### config.mk
export PLATFORM = sky130hd
export DESIGN_NAME = daddaMultiplier
export DESIGN_NICKNAME = d
export VERILOG_FILES = /design/src/hdl/daddaPkg.sv /design/src/hdl/daddaMultiplier.sv /design/src/hdl/carryPropagateAdder.sv /design/src/hdl/daddaReduceTree.sv /design/src/hdl/daddaReduceStage.sv /design/src/hdl/partialProductGen.sv
export VERILOG_INCLUDE_DIRS = /design/src /design/src/hdl
export SDC_FILE = /design/constraint.sdc
export NUM_CORES = 1
export LEC_CHECK = 0
export BUFFER_PORTS_ARGS = -buffer_cell sky130_fd_sc_hd__buf_2
export CELL_PAD_IN_SITES_DETAIL_PLACEMENT = 1
export CELL_PAD_IN_SITES_GLOBAL_PLACEMENT = 1
export CORE_ASPECT_RATIO = 1.25
export CORE_MARGIN = 4
export CORE_UTILIZATION = 50
export CTS_BUF_LIST = sky130_fd_sc_hd__clkbuf_16
export DETAILED_ROUTE_END_ITERATION = 12
export PLACE_DENSITY_LB_ADDON = 0.1
export SETUP_SLACK_MARGIN = 0.02
export SYNTH_ARGS = -nofsm -noshare
export SYNTH_HDL_FRONTEND = slang
export SYNTH_SLANG_ARGS = --single-unit
### constraint.sdc
create_clock -name clk -period 18.9 [get_ports clk]
set_clock_uncertainty 0.15 [all_clocks]
set_input_delay 0.945 -clock clk [delete_from_list [all_inputs] [get_ports clk]]
set_output_delay 0.945 -clock clk [all_outputs]
set_load 0.005 [all_outputs]
### src/hdl/dadda_defines.svh
`ifndef DADDA_DEFINES_SVH
`define DADDA_DEFINES_SVH

// Operand and product widths
`define OPERAND_WIDTH 16
`define PRODUCT_WIDTH 32

// Tallest column of the initial dot matrix
`define MAX_HEIGHT 16

// Dadda stages needed to bring 16 rows down to 2
`define REDUCE_STAGES 6

// Decode, execute and result slices
`define PIPE_LATENCY 3

`endif
### src/hdl/daddaPkg.sv
`default_nettype none

`include "dadda_defines.svh"

package daddaPkg;

  typedef logic [`OPERAND_WIDTH-1:0] operandT;
  typedef logic [`PRODUCT_WIDTH-1:0] productT;

  typedef struct packed {
    operandT a;
    operandT b;
  } mulReqT;

  // Dots packed from index 0 upward, unused positions are zero
  typedef logic [`MAX_HEIGHT-1:0] columnT;
  typedef columnT [`PRODUCT_WIDTH-1:0] dotMatrixT;

  typedef struct packed {
    productT rowA;
    productT rowB;
  } twoRowT;

  typedef struct packed {
    logic sum;
    logic carry;
  } addResultT;

  // Stage 0 targets 13, the last stage targets 2
  function automatic int daddaTarget(input int stageIndex);
    int target;
    target = 2;
    for (int k = 0; k < `REDUCE_STAGES - 1 - stageIndex; k++) begin
      target = (target * 3) / 2;
    end
    return target;
  endfunction

  // Height of a column as it enters the given stage
  function automatic int columnHeight(input int stageIndex, input int col);
    int height [`PRODUCT_WIDTH];
    int carry;
    int eff;
    int target;
    for (int c = 0; c < `PRODUCT_WIDTH; c++) begin
      height[c] = (c < `OPERAND_WIDTH) ? c + 1 : 2 * `OPERAND_WIDTH - 1 - c;
    end
    for (int s = 0; s < stageIndex; s++) begin
      target = daddaTarget(s);
      carry = 0;
      for (int c = 0; c < `PRODUCT_WIDTH; c++) begin
        eff = height[c] + carry;
        if (eff > target) begin
          carry = (eff - target) / 2 + (eff - target) % 2;
          height[c] = target;
        end else begin
          carry = 0;
          height[c] = eff;
        end
      end
    end
    return height[col];
  endfunction

  function automatic addResultT halfAdd(input logic x, input logic y);
    addResultT res;
    res.sum = x ^ y;
    res.carry = x & y;
    return res;
  endfunction

  function automatic addResultT fullAdd(input logic x, input logic y, input logic cin);
    addResultT res;
    res.sum = x ^ y ^ cin;
    res.carry = (x & y) | ((x ^ y) & cin);
    return res;
  endfunction

endpackage

`default_nettype wire

### src/hdl/daddaMultiplier.sv
`timescale 1ns/100ps
`default_nettype none

module daddaMultiplier
  import daddaPkg::*;
(
  input  logic    clk,
  input  logic    arstN,
  input  logic    inValid,
  input  mulReqT  operands,
  output logic    outValid,
  output productT product
);

  logic      matrixValid;
  dotMatrixT matrix;
  logic      rowsValid;
  twoRowT    rows;

  // Decode
  partialProductGen partialProductGen_inst (
    .clk        (clk),
    .arstN      (arstN),
    .inValid    (inValid),
    .operands   (operands),
    .matrixValid(matrixValid),
    .matrix     (matrix)
  );

  // Execute
  daddaReduceTree daddaReduceTree_inst (
    .clk        (clk),
    .arstN      (arstN),
    .matrixValid(matrixValid),
    .matrix     (matrix),
    .rowsValid  (rowsValid),
    .rows       (rows)
  );

  // Result
  carryPropagateAdder carryPropagateAdder_inst (
    .clk      (clk),
    .arstN    (arstN),
    .rowsValid(rowsValid),
    .rows     (rows),
    .outValid (outValid),
    .product  (product)
  );

endmodule

`default_nettype wire

### src/hdl/carryPropagateAdder.sv
`timescale 1ns/100ps
`default_nettype none

`include "dadda_defines.svh"

module carryPropagateAdder
  import daddaPkg::*;
(
  input  logic    clk,
  input  logic    arstN,
  input  logic    rowsValid,
  input  twoRowT  rows,
  output logic    outValid,
  output productT product
);

  productT sum;

  // Ripple chain, carry out of the top bit cannot be set for a 16x16 product
  always_comb begin
    logic      carry;
    addResultT bitRes;
    carry = 1'b0;
    bitRes = '0;
    sum = '0;
    for (int i = 0; i < `PRODUCT_WIDTH; i++) begin
      bitRes = fullAdd(rows.rowA[i], rows.rowB[i], carry);
      sum[i] = bitRes.sum;
      carry = bitRes.carry;
    end
  end

  always_ff @(posedge clk or negedge arstN) begin
    if (!arstN) begin
      outValid <= 1'b0;
    end else begin
      outValid <= rowsValid;
    end
  end

  // Product holds its last value between results
  always_ff @(posedge clk or negedge arstN) begin
    if (!arstN) begin
      product <= '0;
    end else if (rowsValid) begin
      product <= sum;
    end
  end

endmodule

`default_nettype wire

### src/hdl/daddaReduceTree.sv
`timescale 1ns/100ps
`default_nettype none

`include "dadda_defines.svh"

module daddaReduceTree
  import daddaPkg::*;
(
  input  logic      clk,
  input  logic      arstN,
  input  logic      matrixValid,
  input  dotMatrixT matrix,
  output logic      rowsValid,
  output twoRowT    rows
);

  // Entry k feeds stage k, the last entry holds at most two dots per column
  dotMatrixT stageMatrix [`REDUCE_STAGES + 1];
  twoRowT    nextRows;

  assign stageMatrix[0] = matrix;

  // Heights fall 13, 9, 6, 4, 3, 2
  for (genvar s = 0; s < `REDUCE_STAGES; s++) begin : genStage
    daddaReduceStage #(
      .STAGE_INDEX(s)
    ) daddaReduceStage_inst (
      .inMatrix (stageMatrix[s]),
      .outMatrix(stageMatrix[s + 1])
    );
  end

  always_comb begin
    nextRows = '0;
    for (int c = 0; c < `PRODUCT_WIDTH; c++) begin
      nextRows.rowA[c] = stageMatrix[`REDUCE_STAGES][c][0];
      nextRows.rowB[c] = stageMatrix[`REDUCE_STAGES][c][1];
    end
  end

  always_ff @(posedge clk or negedge arstN) begin
    if (!arstN) begin
      rowsValid <= 1'b0;
    end else begin
      rowsValid <= matrixValid;
    end
  end

  always_ff @(posedge clk) begin
    if (matrixValid) begin
      rows <= nextRows;
    end
  end

endmodule

`default_nettype wire

### src/hdl/daddaReduceStage.sv
`timescale 1ns/100ps
`default_nettype none

`include "dadda_defines.svh"

module daddaReduceStage
  import daddaPkg::*;
#(
  parameter int STAGE_INDEX = 0
) (
  input  dotMatrixT inMatrix,
  output dotMatrixT outMatrix
);

  localparam int TARGET = daddaTarget(STAGE_INDEX);

  // Number of adders placed in a column, which is also its carry count
  function automatic int adderCount(input int col);
    int carry;
    int eff;
    int excess;
    carry = 0;
    for (int k = 0; k <= col; k++) begin
      eff = columnHeight(STAGE_INDEX, k) + carry;
      excess = (eff > TARGET) ? eff - TARGET : 0;
      carry = excess / 2 + excess % 2;
    end
    return carry;
  endfunction

  // Carries leaving each column, low positions first
  dotMatrixT carryMatrix;

  for (genvar c = 0; c < `PRODUCT_WIDTH; c++) begin : genColumn
    localparam int HEIGHT = columnHeight(STAGE_INDEX, c);
    localparam int CARRY_IN = (c == 0) ? 0 : adderCount(c - 1);
    localparam int EFFECTIVE = HEIGHT + CARRY_IN;
    localparam int EXCESS = (EFFECTIVE > TARGET) ? EFFECTIVE - TARGET : 0;
    localparam int FULL_COUNT = EXCESS / 2;
    localparam int HALF_COUNT = EXCESS % 2;
    localparam int ADDERS = FULL_COUNT + HALF_COUNT;
    // Dots taken from the bottom of the column by the adders
    localparam int USED = 3 * FULL_COUNT + 2 * HALF_COUNT;

    columnT carryIn;
    columnT colOut;
    columnT carryOut;

    if (c == 0) begin : genNoCarry
      assign carryIn = '0;
    end else begin : genCarry
      assign carryIn = carryMatrix[c - 1];
    end

    always_comb begin
      addResultT fullRes;
      addResultT halfRes;
      fullRes = '0;
      halfRes = '0;
      colOut = '0;
      carryOut = '0;

      // Incoming carries at the bottom
      for (int k = 0; k < CARRY_IN; k++) begin
        colOut[k] = carryIn[k];
      end

      for (int k = 0; k < FULL_COUNT; k++) begin
        fullRes = fullAdd(inMatrix[c][3 * k], inMatrix[c][3 * k + 1],
                          inMatrix[c][3 * k + 2]);
        colOut[CARRY_IN + k] = fullRes.sum;
        carryOut[k] = fullRes.carry;
      end

      // At most one half adder per column
      for (int k = 0; k < HALF_COUNT; k++) begin
        halfRes = halfAdd(inMatrix[c][3 * FULL_COUNT + 2 * k],
                          inMatrix[c][3 * FULL_COUNT + 2 * k + 1]);
        colOut[CARRY_IN + FULL_COUNT + k] = halfRes.sum;
        carryOut[FULL_COUNT + k] = halfRes.carry;
      end

      // Untouched dots pack above the sums
      for (int k = 0; k < HEIGHT - USED; k++) begin
        colOut[CARRY_IN + ADDERS + k] = inMatrix[c][USED + k];
      end
    end

    assign outMatrix[c] = colOut;
    assign carryMatrix[c] = carryOut;
  end

endmodule

`default_nettype wire

### src/hdl/partialProductGen.sv
`timescale 1ns/100ps
`default_nettype none

`include "dadda_defines.svh"

module partialProductGen
  import daddaPkg::*;
(
  input  logic      clk,
  input  logic      arstN,
  input  logic      inValid,
  input  mulReqT    operands,
  output logic      matrixValid,
  output dotMatrixT matrix
);

  dotMatrixT nextMatrix;

  // AND array, bit i of a times bit j of b lands in column i+j
  always_comb begin
    int pos;
    nextMatrix = '0;
    for (int i = 0; i < `OPERAND_WIDTH; i++) begin
      for (int j = 0; j < `OPERAND_WIDTH; j++) begin
        // Lowest i in the column takes position 0
        if (i + j < `OPERAND_WIDTH) begin
          pos = i;
        end else begin
          pos = `OPERAND_WIDTH - 1 - j;
        end
        nextMatrix[i + j][pos] = operands.a[i] & operands.b[j];
      end
    end
  end

  always_ff @(posedge clk or negedge arstN) begin
    if (!arstN) begin
      matrixValid <= 1'b0;
    end else begin
      matrixValid <= inValid;
    end
  end

  always_ff @(posedge clk) begin
    if (inValid) begin
      matrix <= nextMatrix;
    end
  end

endmodule

`default_nettype wire

## Yosys cells after proc, flatten, opt, wreduce, memory -nomap -nowiden

Cells that the tools add are included.
Widths: inputs -> output; s select.

| word-level totals | value |
|---|---|
| register bits after elaboration | 352 |
| bits of input ports | 35 |
| output and inout bits | 33 |
| logic and storage cells | 1445 |

| operators by class | value |
|---|---|
| bitwise operators | 1408 |

Operators by type and width:

| operator | number |
|---|---|
| $and 1x1->1 | 720 |
| $xor 1x1->1 | 464 |
| $or 1x1->1 | 224 |

## Depth between registers and ports, before layout

| depth | value |
|---|---|
| depth in word-level cells | 59 |
| gate-level depth with buffers | 32 |
| gate-level depth less buffers | 32 |

## Cells and area by module

From an unflattened synthesis, not the netlist that was laid out.

| second synthesis, totals | value |
|---|---|
| cells, all modules | 3836 |
| area, all modules | 39409.0 sq um |

By module, submodules not included:

| module | times used | cells an instance | area an instance (sq um) | seq. area each (sq um) |
|---|---|---|---|---|
| partialProductGen | 1 | 802 | 11566.1 | 7712.4 |
| daddaReduceStage (daddaReduceTree_inst.genStage[2].daddaReduceStage_inst) | 1 | 459 | 4095.2 | 0.0 |
| daddaReduceStage (daddaReduceTree_inst.genStage[3].daddaReduceStage_inst) | 1 | 467 | 4062.6 | 0.0 |
| daddaReduceStage (daddaReduceTree_inst.genStage[1].daddaReduceStage_inst) | 1 | 469 | 4037.6 | 0.0 |
| daddaReduceStage (daddaReduceTree_inst.genStage[5].daddaReduceStage_inst) | 1 | 485 | 3980.1 | 0.0 |
| daddaReduceStage (daddaReduceTree_inst.genStage[4].daddaReduceStage_inst) | 1 | 487 | 3970.1 | 0.0 |
| daddaReduceStage (daddaReduceTree_inst.genStage[0].daddaReduceStage_inst) | 1 | 501 | 3877.5 | 0.0 |
| daddaReduceTree | 1 | 65 | 1946.9 | 1946.9 |
| carryPropagateAdder | 1 | 101 | 1873.0 | 825.8 |

## Worst setup path after synthesis

OpenSTA, ideal clock, no wires.

| timing | value |
|---|---|
| kind | reg-to-reg |
| start | register daddaReduceTree_inst.rows[1] (netlist name) |
| end | register carryPropagateAdder_inst.product[30] |
| setup time | 0.079 ns |
| data arrival time | 13.781 ns |
| required time | 18.671 ns |
| slack | 4.890 ns |
| stages on the path, launching flop included | 33 |
| path buffers | 0 |
| clock period less this slack | 14.010 ns |
| cells stage by stage | edfxtp_1 -> ha_1 -> fa_1 -> fa_1 -> fa_1 -> fa_1 -> fa_1 -> fa_1 -> fa_1 -> fa_1 -> fa_1 -> fa_1 -> fa_1 -> fa_1 -> fa_1 -> fa_1 -> fa_1 -> fa_1 -> fa_1 -> fa_1 -> fa_1 -> fa_1 -> fa_1 -> fa_1 -> fa_1 -> fa_1 -> fa_1 -> fa_1 -> fa_1 -> fa_1 -> inv_1 -> fa_1 -> mux2i_1 |

| between the ends | value |
|---|---|
| cells in the longest elaborated chain, start to end | 58 |

RTL lines:

| what | RTL line | text |
|---|---|---|
| $and 1x1->1 (2 in a row) | daddaPkg.sv:75 | `res.carry = (x & y) \| ((x ^ y) & cin);` |
| $or 1x1->1 | daddaPkg.sv:75 |  |
| $and 1x1->1 | daddaPkg.sv:75 |  |
| $or 1x1->1 | daddaPkg.sv:75 |  |
| $and 1x1->1 | daddaPkg.sv:75 |  |
| $or 1x1->1 | daddaPkg.sv:75 |  |
| $and 1x1->1 | daddaPkg.sv:75 |  |
| $or 1x1->1 | daddaPkg.sv:75 |  |
| (+41 left out) | -- |  |
| $or 1x1->1 | daddaPkg.sv:75 |  |
| $and 1x1->1 | daddaPkg.sv:75 |  |
| $or 1x1->1 | daddaPkg.sv:75 |  |
| $and 1x1->1 | daddaPkg.sv:75 |  |
| $or 1x1->1 | daddaPkg.sv:75 |  |
| $and 1x1->1 | daddaPkg.sv:75 |  |
| $or 1x1->1 | daddaPkg.sv:75 |  |
| $xor 1x1->1 | daddaPkg.sv:74 | `res.sum = x ^ y ^ cin;` |
| end signal: assignment | carryPropagateAdder.sv:46 | `product <= sum;` |
| end: declaration | carryPropagateAdder.sv:14 | `output productT product` |

No other way between the ends.
A chain may end at the register's enable or synchronous reset.

## Final worst setup path

| timing | value |
|---|---|
| start | register daddaReduceTree_inst.rows[1] (netlist name) |
| end | register carryPropagateAdder_inst.product[30] |

| between the ends | value |
|---|---|
| cells in the longest elaborated chain, start to end | 58 |

RTL lines:

| what | RTL line |
|---|---|
| $and 1x1->1 (2 in a row) | daddaPkg.sv:75 |
| $or 1x1->1 | daddaPkg.sv:75 |
| $and 1x1->1 | daddaPkg.sv:75 |
| $or 1x1->1 | daddaPkg.sv:75 |
| $and 1x1->1 | daddaPkg.sv:75 |
| $or 1x1->1 | daddaPkg.sv:75 |
| $and 1x1->1 | daddaPkg.sv:75 |
| $or 1x1->1 | daddaPkg.sv:75 |
| (+41 left out) | -- |
| $or 1x1->1 | daddaPkg.sv:75 |
| $and 1x1->1 | daddaPkg.sv:75 |
| $or 1x1->1 | daddaPkg.sv:75 |
| $and 1x1->1 | daddaPkg.sv:75 |
| $or 1x1->1 | daddaPkg.sv:75 |
| $and 1x1->1 | daddaPkg.sv:75 |
| $or 1x1->1 | daddaPkg.sv:75 |
| $xor 1x1->1 | daddaPkg.sv:74 |

No other way between the ends.

==> results by stage <==
Run status:
- The run finished with clean final reports.

Clocking:
- The number of gates resized after CTS was 0.
- The buffer type at the clock tree root is clkbuf_16.
- Post-CTS timing repair inserted 0 buffers for setup.
- Counting every sink on the clock net gives between 300 and 400.
- The total clock buffers created by CTS is 38.
- The H-tree depth reported by CTS is 2.
- The buffer levels on the longest clock path is 3.
- After clock tree synthesis, the clock-pin slew on the worst setup and hold paths is 0.06 ns.
- In this run, post-CTS hold repair placed 0 buffers.
- TritonCTS built the clock tree.
- At the later pin of the worst-skew pair, clock insertion delay measures approximately 0.54 ns.

Critical path:
- STA classifies the critical path startpoint as a flop.
- The number of cells on the worst reg-to-reg path is 32.
- On the worst path, the slowest cell contributes a delay of about 0.49 ns.
- The slowest cell on the critical path is fa_1.
- STA classifies the critical path endpoint as a flop.
- The biggest fanout along the worst timing path is 1.
- The setup path with the least slack is of type flop to flop.
- The startpoint identified for the worst register-to-register timing path is daddaReduceTree_inst.rows[1].
- The required time of the critical path is 19.21 ns.
- Setup slack on the worst reg-to-reg path comes out at approximately 4.4 ns.
- The cell type with the highest occurrence count on the critical path is fa_1.
- The arrival time at the worst endpoint is 14.78 ns.
- The worst register-to-register path ends at carryPropagateAdder_inst.product[30].

Floorplanning:
- The die width is around 180 um.
- Row generation in the floorplan step produced 77 rows.
- The initial cell density of the core is between 50% and 60%.
- between 60 and 70 I/O pins were placed.
- The floorplan step set the die height to 221 um.
- The overall die area is a little under 0.04 mm2.
- After floorplanning, the core was sized to cover between 0.03 and 0.04 mm2.

Route:
- The length of the first detailed-routing pass in iterations is 4.
- In the routed layout, each cell is associated on average with a via count of roughly 5.
- The DRC violation count after routing is 0.
- The detailed-route wire length is around 39,000 um.
- The routed length per placed instance is roughly 23 um.
- The count of nets left with antenna violations once routing finished came out at 0.
- For this block, the initial DRC count from the detailed router was roughly 460.
- Detailed routing inserted a total of about 8.6k vias.

Final layout:
- In the final layout, the share of cells above drive strength 1 is between 10% and 20%.
- Registers take between 0.01 and 0.015 mm2.
- The layout-stage area growth over the synthesis result is 10.7%.
- In the final layout, the multi-input gates occupy between 0.006 and 0.007 mm2.
- Counting the fill cells in the layout gives roughly 3.3k.
- The net count of the finished layout is 1,494.

Logic synthesis:
- The multiplexer share of the synthesized area is 2.54%.
- Counting flops and latches in the post-synthesis netlist gives 352.
- Averaged over all synthesized cells, the footprint is 15.9 um2.
- The post-synthesis cell type count is 12.
- The post-synthesis simple-gate area fraction is 8.80%.
- Sorting the synthesized cells by area gives the leading types as edfxtp_1 (52%), fa_1 (25%), and2_1 (8.8%).
- The fraction of synthesized cell area taken by the top area cell type is approximately 52%.
- The mapped cell area is between 0.015 and 0.02 mm2.
- The count of warnings emitted by yosys is 0.
- By count the netlist is led by edfxtp_1 (317), and2_1 (256), inv_1 (229).
- The sequential-to-total area share from yosys stat is ~57%.
- The net count after synthesis is 1,420.
- The adder-cell area share of the yosys netlist is 25.7%.
- The area fraction in compound gates after synthesis is 0%.
- Synthesis produced about 1.1k cells.
- The main combinational cell family by area after synthesis is adder cells.
- The share of flip-flops with an asynchronous set or reset is 9.94%.
- The number of enable flip-flop cells after synthesis is 317.
- The leading cell type by number of instances after synthesis is edfxtp_1.
- The cell type contributing the most total cell area after synthesis is edfxtp_1.
- The commonest register cell after synthesis is edfxtp_1.
- The xor-xnor portion of the synthesized cell area is 0%.

Timing:
- The clock period could shrink to 14.47 ns.
- In this run the tightest slew margin relative to its limit is 22.9%.
- The worst path setup slack after routing is 4.43 ns.
- The count of final max-slew check failures is 0.
- The setup TNS is 0 ns.
- Setup repair after global routing left no endpoint under its margin.
- The final critical path takes up about 77% of the cycle.
- The setup-violating endpoint count in the final report is 0.
- For the pin with the worst max-slew slack, the measured transition is roughly 1.2 ns.
- Final hold analysis gives a worst-case slack of approximately 0.27 ns.
- The peak clock frequency supported by timing is a little under 70 MHz.
- The number of hold violations in the final report is 0.

Place:
- At the end of routability-driven placement, the weighted congestion stood at between 0.7 and 0.8.
- The post-placement setup slack is between 4 and 5 ns.
- The quantity of I/O buffers inserted on ports is 67.
- The sum of net half-perimeters after detailed placement is about 26,000 um.

Min path:
- The depth of the worst hold-timing path is 0.
- The worst hold path begins at partialProductGen_inst.matrix[480].
- The class of the tightest hold or removal check is flop to flop.
- The capture endpoint of the worst hold path is daddaReduceTree_inst.rows[30].

Global routing:
- Global routing finished with a remaining overflow of 0.
- The first global-routing pass estimated slightly above 60,000 um of wire.
- The number of antenna violations at the first check in global routing is 4.
- The maximum number of pins on one net before global-route repair is 98.
- The total track usage is roughly a fifth.
- The number of global-route vias before repair came to between 10k and 15k.

Pwr:
- In this run the static leakage power is ~8.2 nW.
- The total power density per cell area is 146 mW/mm2.
- VDD sags by at most 0.0772 mV.

Job:
- Across the run, the number of max-cap violations was 0.
-- layout make-up --
cell class	count	area share, %
Antenna cell	1	0.0124
Clock inverter	29	1.07
Timing Repair Buffer	70	1.83
Multi-Input combinational cell	528	33.5
Sequential cell	352	51.6
Inverter	229	4.27
Tap cell	474	2.95
Clock buffer	38	4.72
-- cells by family after synthesis --
| logic type | after synthesis |
|---|---|
| mux | 32 |
| buf+inv | 265 |
| simple gates | 256 |
| fa+ha+maj | 240 |
| flops | 352 |
-- worst max-delay path by stage --
stage          cells after the start  slack [ns]                                    to                    startpoint
2_1_floorplan                     32        4.89  carryPropagateAdder_inst.product[30]  daddaReduceTree_inst.rows[1]
3_3_place_gp                      32        4.42  carryPropagateAdder_inst.product[30]  daddaReduceTree_inst.rows[1]
3_5_place_dp                      32        4.28  carryPropagateAdder_inst.product[30]  daddaReduceTree_inst.rows[1]
4_1_cts                           32        4.25  carryPropagateAdder_inst.product[30]  daddaReduceTree_inst.rows[1]
5_1_grt                           32        3.82  carryPropagateAdder_inst.product[30]  daddaReduceTree_inst.rows[1]
6_report                          32        4.43  carryPropagateAdder_inst.product[30]  daddaReduceTree_inst.rows[1]
-- power by group --
part,switching [mW],internal [mW]
registers,0.0747,1.07
logic,0.577,0.517
clock network,0.305,0.396
-- state kept, by name, indices dropped and copies added (netlist names) --
name,count
partialProductGen_inst.matrix,256
daddaReduceTree_inst.rows,61
carryPropagateAdder_inst.product,32
carryPropagateAdder_inst.outValid,1
daddaReduceTree_inst.rowsValid,1
partialProductGen_inst.matrixValid,1
-- worst max-delay path: cells and delay by family (launching register included) --
| kind | cells | cell delay (ns) |
|---|---|---|
| adder cells (fa/ha/maj) | 30 | 13.63 |
| buffers and inverters | 1 | 0.09 |
| multiplexers | 1 | 0.13 |
| flip-flops | 1 | 0.38 |
-- through the flow --
stage                     area, um2  total power [mW]  utilization [%]  cells
after detailed placement      19000              2.30             53.2   1653
after global placement        19000              2.24             53.2   1653
after global routing          20100              3.19             56.5   1721
after floorplan               18200              1.86                -   1145
final                         20100              2.94             56.5   1721
after CTS                     20100              3.01             56.5   1720
-- placed cells by master (no fill, tap or decap) --
cell type and instances:
and2_1 256, buf_2 66, buf_4 3, buf_8 1, bufinv_16 2, clkbuf_16 38
clkinv_1 9, clkinv_2 7, clkinv_8 1, dfrtp_1 33, dfrtp_2 2, diode_2 1
edfxtp_1 317, fa_1 224, ha_1 16, inv_1 237, inv_16 2, mux2_2 2
mux2_4 28, mux2i_1 2
-- per-layer routing --
metal | share of wire (%) | wire, um | up-vias | global-route usage [%]
li1 | - | - | 3737 | -
met1 | 39 | 15300 | 4670 | 25.9
met2 | 56 | 21900 | 133 | 38.9
met3 | 3.3 | 1290 | 42 | 2.90
met4 | 1.8 | 694 | 0 | 4.33
met5 | 0 | 0 | - | 0
Note: power is estimated with default switching activity, not from simulation.
